`config.mk`:
```
export PLATFORM = sky130hd
export DESIGN_NAME = issue_stage_top
export DESIGN_NICKNAME = d
export VERILOG_FILES = /design/src/hdl/ooo_pkg.sv /design/src/hdl/rs_dispatch_if.sv /design/src/hdl/issue_stage_top.sv /design/src/hdl/reservation_station.sv /design/src/hdl/rs_dispatch.sv
export SDC_FILE = /design/constraint.sdc
export NUM_CORES = 2
export LEC_CHECK = 0
export ABC_AREA = 1
export BUFFER_PORTS_ARGS = -buffer_cell sky130_fd_sc_hd__buf_2
export CAP_MARGIN = 10
export CELL_PAD_IN_SITES_DETAIL_PLACEMENT = 1
export CELL_PAD_IN_SITES_GLOBAL_PLACEMENT = 2
export CORE_ASPECT_RATIO = 1.1
export CORE_UTILIZATION = 43
export CTS_CLUSTER_DIAMETER = 80
export DETAILED_ROUTE_END_ITERATION = 7
export PLACE_DENSITY_LB_ADDON = 0.25
export REMOVE_ABC_BUFFERS = 1
export SYNTH_ARGS = -nofsm -noshare
export SYNTH_HDL_FRONTEND = slang
export SYNTH_SLANG_ARGS = --single-unit
```
`constraint.sdc`:
```
create_clock -name clk -period 7.75 [get_ports clk]
set_clock_uncertainty 0.15 [all_clocks]
set_input_delay 1.1625 -clock clk [delete_from_list [all_inputs] [get_ports clk]]
set_output_delay 1.1625 -clock clk [all_outputs]
set_load 0.05 [all_outputs]
```
`src/hdl/ooo_pkg.sv`:
```
package ooo_pkg;

    localparam int XLEN       = 32;
    localparam int PHYS_TAG_W = 8;

    localparam logic [6:0] OPC_OP    = 7'b0110011;  // R-type
    localparam logic [6:0] F7_MULDIV = 7'b0000001;

    localparam logic [2:0] F3_MUL = 3'b000;
    localparam logic [2:0] F3_DIV = 3'b100;
    localparam logic [2:0] F3_REM = 3'b110;

    // ALU and memory control travel with the add station only
    typedef struct packed {
        logic [2:0]      func3;
        logic [3:0]      alu_op;
        logic            alu_src1;
        logic            alu_src2;
        logic            mem_to_reg;
        logic            mem_read;
        logic            mem_write;
        logic            jump;
        logic            branch;
        logic [XLEN-1:0] immediate;
        logic [XLEN-1:0] pc;
    } add_payload_t;

    typedef struct packed {
        logic [2:0] func3;  // Selects MUL, DIV or REM
    } muldiv_payload_t;

endpackage
```
`src/hdl/rs_dispatch_if.sv`:
```
`timescale 1ns/1ps

interface rs_dispatch_if #(
    parameter type payload_t = ooo_pkg::add_payload_t
) ();
    import ooo_pkg::*;

    logic                  valid;
    logic [XLEN-1:0]       src1_val;
    logic [XLEN-1:0]       src2_val;
    logic [PHYS_TAG_W-1:0] src1_tag;
    logic [PHYS_TAG_W-1:0] src2_tag;
    logic [1:0]            src_ready;  // Bit 0 is operand 1
    logic [PHYS_TAG_W-1:0] dest_tag;
    payload_t              payload;
    logic                  full;       // No free slot in the station

    modport decoder (
        output valid, src1_val, src2_val, src1_tag, src2_tag,
        output src_ready, dest_tag, payload,
        input  full
    );

    modport station (
        input  valid, src1_val, src2_val, src1_tag, src2_tag,
        input  src_ready, dest_tag, payload,
        output full
    );

endinterface

```
`src/hdl/issue_stage_top.sv`:
```
`timescale 1ns/1ps

module issue_stage_top #(
    parameter int RS_DEPTH = 4
) (
    input  logic                           clk,
    input  logic                           reset,
    input  logic                           in_valid,
    input  logic [6:0]                     in_opcode,
    input  logic [2:0]                     in_func3,
    input  logic [6:0]                     in_funct7,
    input  logic [ooo_pkg::XLEN-1:0]       in_operand1,
    input  logic [ooo_pkg::XLEN-1:0]       in_operand2,
    input  logic [ooo_pkg::XLEN-1:0]       in_pc,
    input  logic [ooo_pkg::XLEN-1:0]       in_immediate,
    input  logic [ooo_pkg::PHYS_TAG_W-1:0] in_operand1_tag,
    input  logic [ooo_pkg::PHYS_TAG_W-1:0] in_operand2_tag,
    input  logic [1:0]                     in_src_ready,
    input  logic [ooo_pkg::PHYS_TAG_W-1:0] in_dest_tag,
    input  logic                           in_mem_to_reg,
    input  logic                           in_mem_read,
    input  logic                           in_mem_write,
    input  logic [3:0]                     in_alu_op,
    input  logic                           in_alu_src1,
    input  logic                           in_alu_src2,
    input  logic                           in_jump,
    input  logic                           in_branch,
    output logic                           in_stall,
    input  logic                           cdb_valid,
    input  logic [ooo_pkg::PHYS_TAG_W-1:0] cdb_tag,
    input  logic [ooo_pkg::XLEN-1:0]       cdb_data,
    output logic                           add_issue_valid,
    output logic [ooo_pkg::XLEN-1:0]       add_operand1,
    output logic [ooo_pkg::XLEN-1:0]       add_operand2,
    output logic [ooo_pkg::PHYS_TAG_W-1:0] add_dest_tag,
    output logic [2:0]                     add_func3,
    output logic [3:0]                     add_alu_op,
    output logic                           add_alu_src1,
    output logic                           add_alu_src2,
    output logic                           add_mem_to_reg,
    output logic                           add_mem_read,
    output logic                           add_mem_write,
    output logic                           add_jump,
    output logic                           add_branch,
    output logic [ooo_pkg::XLEN-1:0]       add_immediate,
    output logic [ooo_pkg::XLEN-1:0]       add_pc,
    output logic                           mul_issue_valid,
    output logic [ooo_pkg::XLEN-1:0]       mul_operand1,
    output logic [ooo_pkg::XLEN-1:0]       mul_operand2,
    output logic [ooo_pkg::PHYS_TAG_W-1:0] mul_dest_tag,
    output logic [2:0]                     mul_func3,
    output logic                           div_issue_valid,
    output logic [ooo_pkg::XLEN-1:0]       div_operand1,
    output logic [ooo_pkg::XLEN-1:0]       div_operand2,
    output logic [ooo_pkg::PHYS_TAG_W-1:0] div_dest_tag,
    output logic [2:0]                     div_func3
);
    import ooo_pkg::*;

    add_payload_t    add_issue_payload;
    muldiv_payload_t mul_issue_payload;
    muldiv_payload_t div_issue_payload;

    rs_dispatch_if #(.payload_t(add_payload_t))    add_if ();
    rs_dispatch_if #(.payload_t(muldiv_payload_t)) mul_if ();
    rs_dispatch_if #(.payload_t(muldiv_payload_t)) div_if ();

    rs_dispatch u_dispatch (
        .in_valid        (in_valid),
        .in_opcode       (in_opcode),
        .in_func3        (in_func3),
        .in_funct7       (in_funct7),
        .in_operand1     (in_operand1),
        .in_operand2     (in_operand2),
        .in_pc           (in_pc),
        .in_immediate    (in_immediate),
        .in_operand1_tag (in_operand1_tag),
        .in_operand2_tag (in_operand2_tag),
        .in_src_ready    (in_src_ready),
        .in_dest_tag     (in_dest_tag),
        .in_mem_to_reg   (in_mem_to_reg),
        .in_mem_read     (in_mem_read),
        .in_mem_write    (in_mem_write),
        .in_alu_op       (in_alu_op),
        .in_alu_src1     (in_alu_src1),
        .in_alu_src2     (in_alu_src2),
        .in_jump         (in_jump),
        .in_branch       (in_branch),
        .in_stall        (in_stall),
        .add_rs          (add_if.decoder),
        .mul_rs          (mul_if.decoder),
        .div_rs          (div_if.decoder)
    );

    reservation_station #(.payload_t(add_payload_t), .RS_DEPTH(RS_DEPTH)) u_add_rs (
        .clk            (clk),
        .reset          (reset),
        .disp           (add_if.station),
        .cdb_valid      (cdb_valid),
        .cdb_tag        (cdb_tag),
        .cdb_data       (cdb_data),
        .issue_valid    (add_issue_valid),
        .issue_operand1 (add_operand1),
        .issue_operand2 (add_operand2),
        .issue_dest_tag (add_dest_tag),
        .issue_payload  (add_issue_payload)
    );

    reservation_station #(.payload_t(muldiv_payload_t), .RS_DEPTH(RS_DEPTH)) u_mul_rs (
        .clk            (clk),
        .reset          (reset),
        .disp           (mul_if.station),
        .cdb_valid      (cdb_valid),
        .cdb_tag        (cdb_tag),
        .cdb_data       (cdb_data),
        .issue_valid    (mul_issue_valid),
        .issue_operand1 (mul_operand1),
        .issue_operand2 (mul_operand2),
        .issue_dest_tag (mul_dest_tag),
        .issue_payload  (mul_issue_payload)
    );

    reservation_station #(.payload_t(muldiv_payload_t), .RS_DEPTH(RS_DEPTH)) u_div_rs (
        .clk            (clk),
        .reset          (reset),
        .disp           (div_if.station),
        .cdb_valid      (cdb_valid),
        .cdb_tag        (cdb_tag),
        .cdb_data       (cdb_data),
        .issue_valid    (div_issue_valid),
        .issue_operand1 (div_operand1),
        .issue_operand2 (div_operand2),
        .issue_dest_tag (div_dest_tag),
        .issue_payload  (div_issue_payload)
    );

    assign add_func3      = add_issue_payload.func3;
    assign add_alu_op     = add_issue_payload.alu_op;
    assign add_alu_src1   = add_issue_payload.alu_src1;
    assign add_alu_src2   = add_issue_payload.alu_src2;
    assign add_mem_to_reg = add_issue_payload.mem_to_reg;
    assign add_mem_read   = add_issue_payload.mem_read;
    assign add_mem_write  = add_issue_payload.mem_write;
    assign add_jump       = add_issue_payload.jump;
    assign add_branch     = add_issue_payload.branch;
    assign add_immediate  = add_issue_payload.immediate;
    assign add_pc         = add_issue_payload.pc;
    assign mul_func3      = mul_issue_payload.func3;
    assign div_func3      = div_issue_payload.func3;

endmodule

```
`src/hdl/reservation_station.sv`:
```
`timescale 1ns/1ps

module reservation_station #(
    parameter type payload_t = ooo_pkg::add_payload_t,
    parameter int  RS_DEPTH  = 4
) (
    input  logic                           clk,
    input  logic                           reset,
    rs_dispatch_if.station                 disp,
    input  logic                           cdb_valid,
    input  logic [ooo_pkg::PHYS_TAG_W-1:0] cdb_tag,
    input  logic [ooo_pkg::XLEN-1:0]       cdb_data,
    output logic                           issue_valid,
    output logic [ooo_pkg::XLEN-1:0]       issue_operand1,
    output logic [ooo_pkg::XLEN-1:0]       issue_operand2,
    output logic [ooo_pkg::PHYS_TAG_W-1:0] issue_dest_tag,
    output payload_t                       issue_payload
);
    import ooo_pkg::*;

    localparam int IDX_W = (RS_DEPTH > 1) ? $clog2(RS_DEPTH) : 1;

    logic [RS_DEPTH-1:0]   entry_valid;
    logic [XLEN-1:0]       op_val   [RS_DEPTH][2];
    logic [PHYS_TAG_W-1:0] op_tag   [RS_DEPTH][2];
    logic [1:0]            op_rdy   [RS_DEPTH];
    logic [PHYS_TAG_W-1:0] dest_tag [RS_DEPTH];
    payload_t              payload  [RS_DEPTH];

    logic                  free_found;
    logic [IDX_W-1:0]      free_idx;
    logic                  ready_found;
    logic [IDX_W-1:0]      ready_idx;
    logic                  dispatch_write;
    logic [XLEN-1:0]       in_val [2];
    logic [PHYS_TAG_W-1:0] in_tag [2];
    logic [1:0]            in_rdy;

    // Lowest free slot for writes, lowest complete slot for issue
    always_comb begin
        free_found  = 1'b0;
        free_idx    = '0;
        ready_found = 1'b0;
        ready_idx   = '0;
        for (int i = 0; i < RS_DEPTH; i++) begin
            if (!entry_valid[i] && !free_found) begin
                free_found = 1'b1;
                free_idx   = IDX_W'(i);
            end
            if (entry_valid[i] && (op_rdy[i] == 2'b11) && !ready_found) begin
                ready_found = 1'b1;
                ready_idx   = IDX_W'(i);
            end
        end
    end

    assign disp.full      = !free_found;
    assign dispatch_write = disp.valid && free_found;

    assign in_tag[0] = disp.src1_tag;
    assign in_tag[1] = disp.src2_tag;

    // Incoming operands snoop the CDB in the same cycle
    always_comb begin
        in_val[0] = disp.src1_val;
        in_val[1] = disp.src2_val;
        in_rdy    = disp.src_ready;
        for (int k = 0; k < 2; k++) begin
            if (cdb_valid && !in_rdy[k] && (in_tag[k] == cdb_tag)) begin
                in_val[k] = cdb_data;
                in_rdy[k] = 1'b1;
            end
        end
    end

    always_ff @(posedge clk) begin
        if (reset) begin
            entry_valid <= '0;
            issue_valid <= 1'b0;
        end else begin
            issue_valid <= ready_found;
            if (ready_found) begin
                entry_valid[ready_idx] <= 1'b0;
            end
            if (dispatch_write) begin
                entry_valid[free_idx] <= 1'b1;  // Never the issuing slot
            end
        end
    end

    always_ff @(posedge clk) begin
        for (int i = 0; i < RS_DEPTH; i++) begin
            for (int k = 0; k < 2; k++) begin
                if (entry_valid[i] && cdb_valid && !op_rdy[i][k] &&
                    (op_tag[i][k] == cdb_tag)) begin
                    op_val[i][k] <= cdb_data;
                    op_rdy[i][k] <= 1'b1;
                end
            end
        end
        if (dispatch_write) begin
            op_val[free_idx][0] <= in_val[0];
            op_val[free_idx][1] <= in_val[1];
            op_tag[free_idx][0] <= in_tag[0];
            op_tag[free_idx][1] <= in_tag[1];
            op_rdy[free_idx]    <= in_rdy;
            dest_tag[free_idx]  <= disp.dest_tag;
            payload[free_idx]   <= disp.payload;
        end
        if (ready_found) begin
            issue_operand1 <= op_val[ready_idx][0];
            issue_operand2 <= op_val[ready_idx][1];
            issue_dest_tag <= dest_tag[ready_idx];
            issue_payload  <= payload[ready_idx];
        end
    end

endmodule

```
`src/hdl/rs_dispatch.sv`:
```
`timescale 1ns/1ps

module rs_dispatch (
    input  logic                           in_valid,
    input  logic [6:0]                     in_opcode,
    input  logic [2:0]                     in_func3,
    input  logic [6:0]                     in_funct7,
    input  logic [ooo_pkg::XLEN-1:0]       in_operand1,
    input  logic [ooo_pkg::XLEN-1:0]       in_operand2,
    input  logic [ooo_pkg::XLEN-1:0]       in_pc,
    input  logic [ooo_pkg::XLEN-1:0]       in_immediate,
    input  logic [ooo_pkg::PHYS_TAG_W-1:0] in_operand1_tag,
    input  logic [ooo_pkg::PHYS_TAG_W-1:0] in_operand2_tag,
    input  logic [1:0]                     in_src_ready,
    input  logic [ooo_pkg::PHYS_TAG_W-1:0] in_dest_tag,
    input  logic                           in_mem_to_reg,
    input  logic                           in_mem_read,
    input  logic                           in_mem_write,
    input  logic [3:0]                     in_alu_op,
    input  logic                           in_alu_src1,
    input  logic                           in_alu_src2,
    input  logic                           in_jump,
    input  logic                           in_branch,
    output logic                           in_stall,
    rs_dispatch_if.decoder                 add_rs,
    rs_dispatch_if.decoder                 mul_rs,
    rs_dispatch_if.decoder                 div_rs
);
    import ooo_pkg::*;

    logic is_muldiv;
    logic to_mul;
    logic to_div;
    logic to_add;
    add_payload_t    add_payload;
    muldiv_payload_t muldiv_payload;

    assign is_muldiv = (in_opcode == OPC_OP) && (in_funct7 == F7_MULDIV);
    assign to_mul    = is_muldiv && (in_func3 == F3_MUL);
    assign to_div    = is_muldiv && ((in_func3 == F3_DIV) || (in_func3 == F3_REM));
    assign to_add    = !to_mul && !to_div;  // Everything else lands in the add station

    always_comb begin
        add_payload.func3      = in_func3;
        add_payload.alu_op     = in_alu_op;
        add_payload.alu_src1   = in_alu_src1;
        add_payload.alu_src2   = in_alu_src2;
        add_payload.mem_to_reg = in_mem_to_reg;
        add_payload.mem_read   = in_mem_read;
        add_payload.mem_write  = in_mem_write;
        add_payload.jump       = in_jump;
        add_payload.branch     = in_branch;
        add_payload.immediate  = in_immediate;
        add_payload.pc         = in_pc;
        muldiv_payload.func3   = in_func3;
    end

    // Operand fields fan out to all stations, valid selects the one that writes
    assign add_rs.valid     = in_valid && to_add;
    assign add_rs.src1_val  = in_operand1;
    assign add_rs.src2_val  = in_operand2;
    assign add_rs.src1_tag  = in_operand1_tag;
    assign add_rs.src2_tag  = in_operand2_tag;
    assign add_rs.src_ready = in_src_ready;
    assign add_rs.dest_tag  = in_dest_tag;
    assign add_rs.payload   = add_payload;

    assign mul_rs.valid     = in_valid && to_mul;
    assign mul_rs.src1_val  = in_operand1;
    assign mul_rs.src2_val  = in_operand2;
    assign mul_rs.src1_tag  = in_operand1_tag;
    assign mul_rs.src2_tag  = in_operand2_tag;
    assign mul_rs.src_ready = in_src_ready;
    assign mul_rs.dest_tag  = in_dest_tag;
    assign mul_rs.payload   = muldiv_payload;

    assign div_rs.valid     = in_valid && to_div;
    assign div_rs.src1_val  = in_operand1;
    assign div_rs.src2_val  = in_operand2;
    assign div_rs.src1_tag  = in_operand1_tag;
    assign div_rs.src2_tag  = in_operand2_tag;
    assign div_rs.src_ready = in_src_ready;
    assign div_rs.dest_tag  = in_dest_tag;
    assign div_rs.payload   = muldiv_payload;

    assign in_stall = in_valid && ((to_add && add_rs.full) ||
                                   (to_mul && mul_rs.full) ||
                                   (to_div && div_rs.full));

endmodule

```
==> Word-level counts from Yosys, hierarchy flattened <==
Memory sizes are Yosys's and may differ from the RTL's. A register that Yosys moved wholly into a read port is not among the register bits.
Cells that the tools add are included.
{ "op_classes": {"n_eq_ne": 42, "n_reduce_logical": 173, "n_mux": 121, "bitwise_logic": 9, "order_cmp": 12} }
{ "ops": {"columns": ["operator", "count"], "rows": [
  ["equality test 8 bit", 26],
  ["logical AND 1 bit", 114],
  ["2-to-1 mux 1 bit", 92],
  ["2-to-1 mux 32 bit", 2],
  ["zero test 1 bit", 55],
  ["2-to-1 mux 4 bit", 9],
  ["equality test 2 bit (second input constant)", 12],
  ["2-to-1 mux 2 bit", 12],
  ["< comparator 2 x 3 -> 1 bit (second input constant)", 6],
  ["bitwise AND 4 bit", 3],
  ["demux 1 bit (select 2 bit)", 6],
  [">= comparator 2 x 1 -> 1 bit (second input constant)", 6],
  ["inverter 4 bit", 3],
  ["bitwise OR 4 bit", 3],
  ["equality test 7 x 1 -> 1 bit (second input constant)", 1],
  ["equality test 7 x 6 -> 1 bit (second input constant)", 1],
  ["equality test 3 bit (second input constant)", 2],
  ["zero test 3 bit", 1],
  ["logical OR 1 bit", 3]
]} }
{ "totals": {"ram_bits": 1416, "output_inout_bits": 304, "mem_count": 15, "word_cells": 378, "ff_bits": 15} }
{ "memory_table": {"columns": ["name", "depth", "width", "rd", "rd_clocked_by_memory_dff", "wr", "line", "rtl"], "rows": [
  ["u_add_rs.payload", 4, 78, 1, 1, 1, "reservation_station.sv:28", "payload_t payload [RS_DEPTH];"],
  ["u_add_rs.op_val", 4, 64, 1, 1, 5, "reservation_station.sv:24", "logic [XLEN-1:0] op_val [RS_DEPTH][2];"],
  ["u_div_rs.op_val", 4, 64, 1, 1, 5, "reservation_station.sv:24", null],
  ["u_mul_rs.op_val", 4, 64, 1, 1, 5, "reservation_station.sv:24", null],
  ["u_add_rs.op_tag", 4, 16, 4, 0, 1, "reservation_station.sv:25", "logic [PHYS_TAG_W-1:0] op_tag [RS_DEPTH][2];"],
  ["u_div_rs.op_tag", 4, 16, 4, 0, 1, "reservation_station.sv:25", null],
  ["9 more memories", null, null, null, null, null, null, null]
]} }

==> Longest topological paths before layout <==
An unclocked memory read counts as a cell.
{ "depth": {"ltp_word": 23, "ltp_mapped": 14, "depth_no_buf": 11} }

==> Hierarchy <==
From an unflattened synthesis, not the netlist that was laid out.
{ "hier_totals": {"cells_unflattened": 7651, "area_unflattened_um2": 80454.7} }
{ "modules_own_cells": {"columns": ["mod", "instances", "seq_area_each_um2", "cells_per_inst", "area_each_um2"], "rows": [
  ["reservation_station at u_add_rs", 1, 24703.7, 2783, 33683.6],
  ["reservation_station at u_div_rs", 1, 13442.9, 2232, 21997.3],
  ["reservation_station at u_mul_rs", 1, 13442.9, 2235, 21899.8],
  ["rs_dispatch", 1, 0.0, 401, 2874.0]
]} }

==> Least setup slack after synthesis <==
OpenSTA, ideal clock, no wires.
{ "synth_path": {"path_kind": "input-to-reg", "start": "input port cdb_tag[6] in the netlist's numbering", "end": "memory u_div_rs.op_val[1][32] in the netlist's numbering, enable pin", "path_stages": 7, "t_arrival_ns": 4.332, "setup_ns": 0.466, "t_required_ns": 7.134, "path_slack_ns": 2.802, "cell_sequence": "buf_4 -> buf_1 -> nor2_1 -> nand3b_1 -> nor2_1 -> nand2_1 -> o21ai_0"} }
{ "synth_rtl": {"columns": ["element", "line", "rtl"], "rows": [
  ["start, declared", "issue_stage_top.sv:30", "input logic [ooo_pkg::PHYS_TAG_W-1:0] cdb_tag,"],
  ["end, declared", "reservation_station.sv:24", null]
]} }

==> Worst setup path after layout <==
{ "layout_path": {"start": "input port in_func3[0]", "end": "memory u_add_rs.payload[3][39] in the netlist's numbering, enable pin"} }
{ "layout_between": {"elab_chain_len": 9, "elab_cells_between_ends": 13, "cone_classes": "2 x eq/ne; 2 x mux; 9 x reduce/logical"} }
{ "layout_rtl": {"columns": ["element", "line", "rtl"], "rows": [
  ["start, declared", "issue_stage_top.sv:10", "input logic [2:0] in_func3,"],
  ["equality test 3 bit", "rs_dispatch.sv:40", "assign to_div = is_muldiv && ((in_func3 == F3_DIV) || (in_func3 == F3_REM));"],
  ["logical OR 1 bit", "rs_dispatch.sv:40", null],
  ["logical AND 1 bit", "rs_dispatch.sv:40", null],
  ["zero test 1 bit", "rs_dispatch.sv:41", "assign to_add = !to_mul && !to_div;"],
  ["logical AND 1 bit *", "rs_dispatch.sv:41", null],
  ["logical AND 1 bit *", "rs_dispatch.sv:59", "assign add_rs.valid = in_valid && to_add;"],
  ["logical AND 1 bit *", "reservation_station.sv:58", "assign dispatch_write = disp.valid && free_found;"],
  ["2-to-1 mux 1 bit *", "reservation_station.sv:101", "if (dispatch_write) begin"],
  ["2-to-1 mux 1 bit (implied by the code) *", "reservation_station.sv:108", "payload[free_idx] <= disp.payload;"],
  ["end, declared", "reservation_station.sv:28", null]
]} }
Mark *: on every way between the ends. The rest lies on a longest branch, timed or not.

==> impl_metrics.yaml <==
cts:
  cts.clk_slew.worst_paths_ps: 60
  cts_setup_buffers: 0
  cts_htree_levels: 4
  worstSkewPairLatency_ps: 840
  cts_hold_buf: 0
  ctsResizeCount: 0
  cts_tree: "yes"
  clock_path_buffers: 3
  cts_made_buffers: 184
  cts.sinks: 1731
  root_buffer: "clkbuf_16"
worst_hold_path:
  hold_depth: 2
  worstHoldStart: "u_add_rs.entry_valid[3]"
  hold-path-endpoint: "u_add_rs.entry_valid[3]"
  min_path_type: "flop to flop"
critical_path:
  startpoint_type: "input pin"
  crit_type: "input pin to flop"
  critPathMaxFanout: 112
  crit_arrival_ps: 4850
  timing.rr.end: "u_div_rs.issue_operand1[4]"
  cp_slowest_stage_delay_ps: 840
  timing.rr.start: "u_div_rs.entry_valid[0]"
  critPathSlowestCell: "nand3_2"
  required_ps: 8090
  regToRegSetupSlack_ps: 3460
  r2r_cells: 7
  critPathCaptureType: "flop"
  cp_cell_sequence: "buf_2 > nor2_1 > o211ai_1 > nand3_2 > buf_4 > inv_8 > buf_12"
timing:
  setup_viol: 0
  fin_hold_ws_ps: 360
  tns_ps: 0
  slew_headroom_pct: 12.3
  finalHoldViolCount: 0
  fmaxAchievable_ghz: 0.222
  fin_crit_ps: 4510
  rsz0062_at_grt: "false"
  min_period_over_period_pct: 58.2
  tightestPinTransition_ps: 1320
  slew_violations: 0
floorplanning:
  boundaryPins: 530
  die_h_um: 442
  die_w_um: 402
  start_util_pct: 43.3
  die-area_mm2: 0.178
  num_rows: 161
  core_area_mm2: 0.175
grt:
  grt_usage_pct: 30.4
  grt_max_degree: 130
  grt_pass1_vias: 57300
  grt_pass1_wl_um: 391000
  overflow: 0
  antenna_found_initial: 28
layout:
  syn_to_final_growth_pct: 13.4
  nNetsFinal: 7759
  final_layout_size_suffix_gt1_share_pct: 14.3
logic_synthesis:
  synth_cell_types: 40
  seq_area_frac_synth_pct: 68.1
  yosysTopAreaCellShare_pct: 67.1
  syn_area_mm2: 0.0757
  synth_edf_count: 1692
  synthCells: 7151
  synth_flop_cell: "edfxtp_1"
  ys_warn_count: 0
  synth_area_leader_cell: "edfxtp_1"
  avgSynthCellArea_um2: 10.6
  synth-seq-cells: 1731
  synth_area_leaders: "edfxtp_1 67%, nand2_1 15%, inv_1 2.6%"
  postSynth.asyncResetShare_pct: 0
routing:
  viasPerCell: 5.60
  antenna_left: 0
  drt_pass1_iterations: 6
  wl_per_cell_um: 27.4
  vias: 55800
  drtIter0Drc: 5273
  wl_um: 273000
  drc_errors: 0
placed_design:
  dp_hpwl_um: 164000
  port_buffers: 529
  gp_congestion: 0.852
power_and_ir_drop:
  power.share.clock_pct: 42.5
  p_int_mw: 15.8
  leakage_nw: 34.4
  pwr-share-comb_pct: 6.4
  ir_drop_mv: 0.264
  swShare_pct: 23.8
  power.density_mw_per_mm2: 241
  power.net_switching_mw: 4.92
  seq_power_share_pct: 51.1
outcome:
  status: "finished clean"
flow_run:
  maxCapViolCount: 0
## area by class of cell
| class | count | area, um2 |
|---|---|---|
| flip-flops and latches | 1731 | 51600 |
| multi-input cells | 4446 | 20000 |
| diodes | 5 | 12.5 |
| clock buffers | 226 | 4900 |
| repair buffers | 623 | 3400 |
| well taps | 2282 | 2860 |
| clock inverters | 104 | 993 |
| inverters | 547 | 2100 |
| fillers | 19000 | 89000 |
## synthesized netlist by cell type, types with 3 or more instances
| master | count |
|---|---|
| nand3_2 | 7 |
| nor2_2 | 7 |
| xnor2_1 | 84 |
| and3b_1 | 9 |
| dfxtp_1 | 39 |
| nand3_1 | 265 |
| nor2_4 | 3 |
| xor2_1 | 22 |
| nand4_1 | 45 |
| buf_4 | 104 |
| a21oi_1 | 205 |
| nand2_2 | 4 |
| edfxtp_1 | 1692 |
| o211ai_1 | 76 |
| buf_1 | 11 |
| nor3_1 | 13 |
| o22ai_1 | 150 |
| clkbuf_1 | 155 |
| o21ai_0 | 51 |
| o21bai_1 | 79 |
| inv_1 | 526 |
| nor3_2 | 5 |
| buf_2 | 134 |
| nor3b_1 | 7 |
| or2_2 | 98 |
| nand3b_1 | 8 |
| nand2_1 | 3092 |
| nor2_1 | 180 |
| buf_6 | 23 |
| o211ai_2 | 28 |
| inv_2 | 20 |
## kinds of logic (layout without fill, tap and decap cells)
group	count (synthesis)	in the layout	synth area share [%]
buffers and inverters	974	1500	5.80
other	0	5	0
xor gates and xnor gates	106	106	1.23
AOI/OAI and AO/OA	591	591	4.96
DFF	1731	1731	68.1
and+or+nand+nor	3749	3749	19.9
## registers in the layout (all words and copies together), names as in the netlist, 12 cells and up
register and count:
u_add_rs.payload 312, u_add_rs.op_val 256, u_div_rs.op_val 256, u_mul_rs.op_val 256
u_add_rs.issue_payload 78, u_add_rs.op_tag 64, u_div_rs.op_tag 64, u_mul_rs.op_tag 64
u_add_rs.dest_tag 32, u_add_rs.issue_operand1 32, u_add_rs.issue_operand2 32, u_div_rs.dest_tag 32
u_div_rs.issue_operand1 32, u_div_rs.issue_operand2 32, u_mul_rs.dest_tag 32, u_mul_rs.issue_operand1 32
u_mul_rs.issue_operand2 32, u_div_rs.payload 12, u_mul_rs.payload 12
## power groups by stage
stage	clock network [mW]	logic, mW	registers [mW]
after detailed placement	0	1.32	10.8
after global placement	0	1.27	10.8
final	8.80	1.32	10.6
after global routing	9.23	1.43	10.6
after CTS	8.91	1.32	10.6
after floorplan	0	0.563	10.9
## how the worst max path moves through the flow
stage | start | end | slack, ps | depth (start not counted)
detailed placement | in_func3[0] | u_add_rs.payload[3][7] | 2360 | 7
global route | in_func3[0] | u_add_rs.op_val[3][29] | 3150 | 9
global placement | in_func3[0] | u_add_rs.payload[3][7] | 2450 | 7
floorplan | in_func3[2] | u_add_rs.dest_tag[0][0] | -940 | 5
finish | in_func3[0] | u_add_rs.payload[3][39] | 3240 | 7
CTS | in_func3[0] | u_add_rs.payload[3][23] | 3290 | 7
## metal layers
layer,vias to the layer above,global-route usage (%),wire length [um]
met4,16,11.1,10300
met5,-,0,128
li1,24500,-,-
met3,550,4.82,19500
met1,28500,40.3,112000
met2,2227,50.5,131000
## metrics by stage
step | std cells | total power, mW | instance area [um2] | utilization (%) | setup WS (ps)
2_1_floorplan | 6724 | 11.5 | 73400 | - | -943
3_3_place_gp | 9629 | 12.0 | 80000 | 45.7 | 2450
3_5_place_dp | 9629 | 12.1 | 80000 | 45.7 | 2360
4_1_cts | 9959 | 20.8 | 85900 | 49.1 | 3290
5_1_grt | 9961 | 21.2 | 85900 | 49.1 | 3150
6_report | 9964 | 20.7 | 85900 | 49.1 | 3240
## critical path: cells and delay by family
kind                   cells  cell delay, ps
and+or+nand+nor            2             990
AOI/OAI and AO/OA          1             710
buffers and inverters      4            1920
## cell usage in the layout, fill, tap and decap left out, drive strengths merged, types with 46 or more instances in the layout
master  instances
nand2        3097
edfxtp       1692
nand3         272
buf           623
nor2          190
nand4          46
o21ai          51
inv           554
o22ai         150
or2            98
o211ai        104
o21bai         80
clkbuf        226
clkinv         76
a21oi         205
xnor2          84
Note: power is estimated with default switching activity, not from simulation.
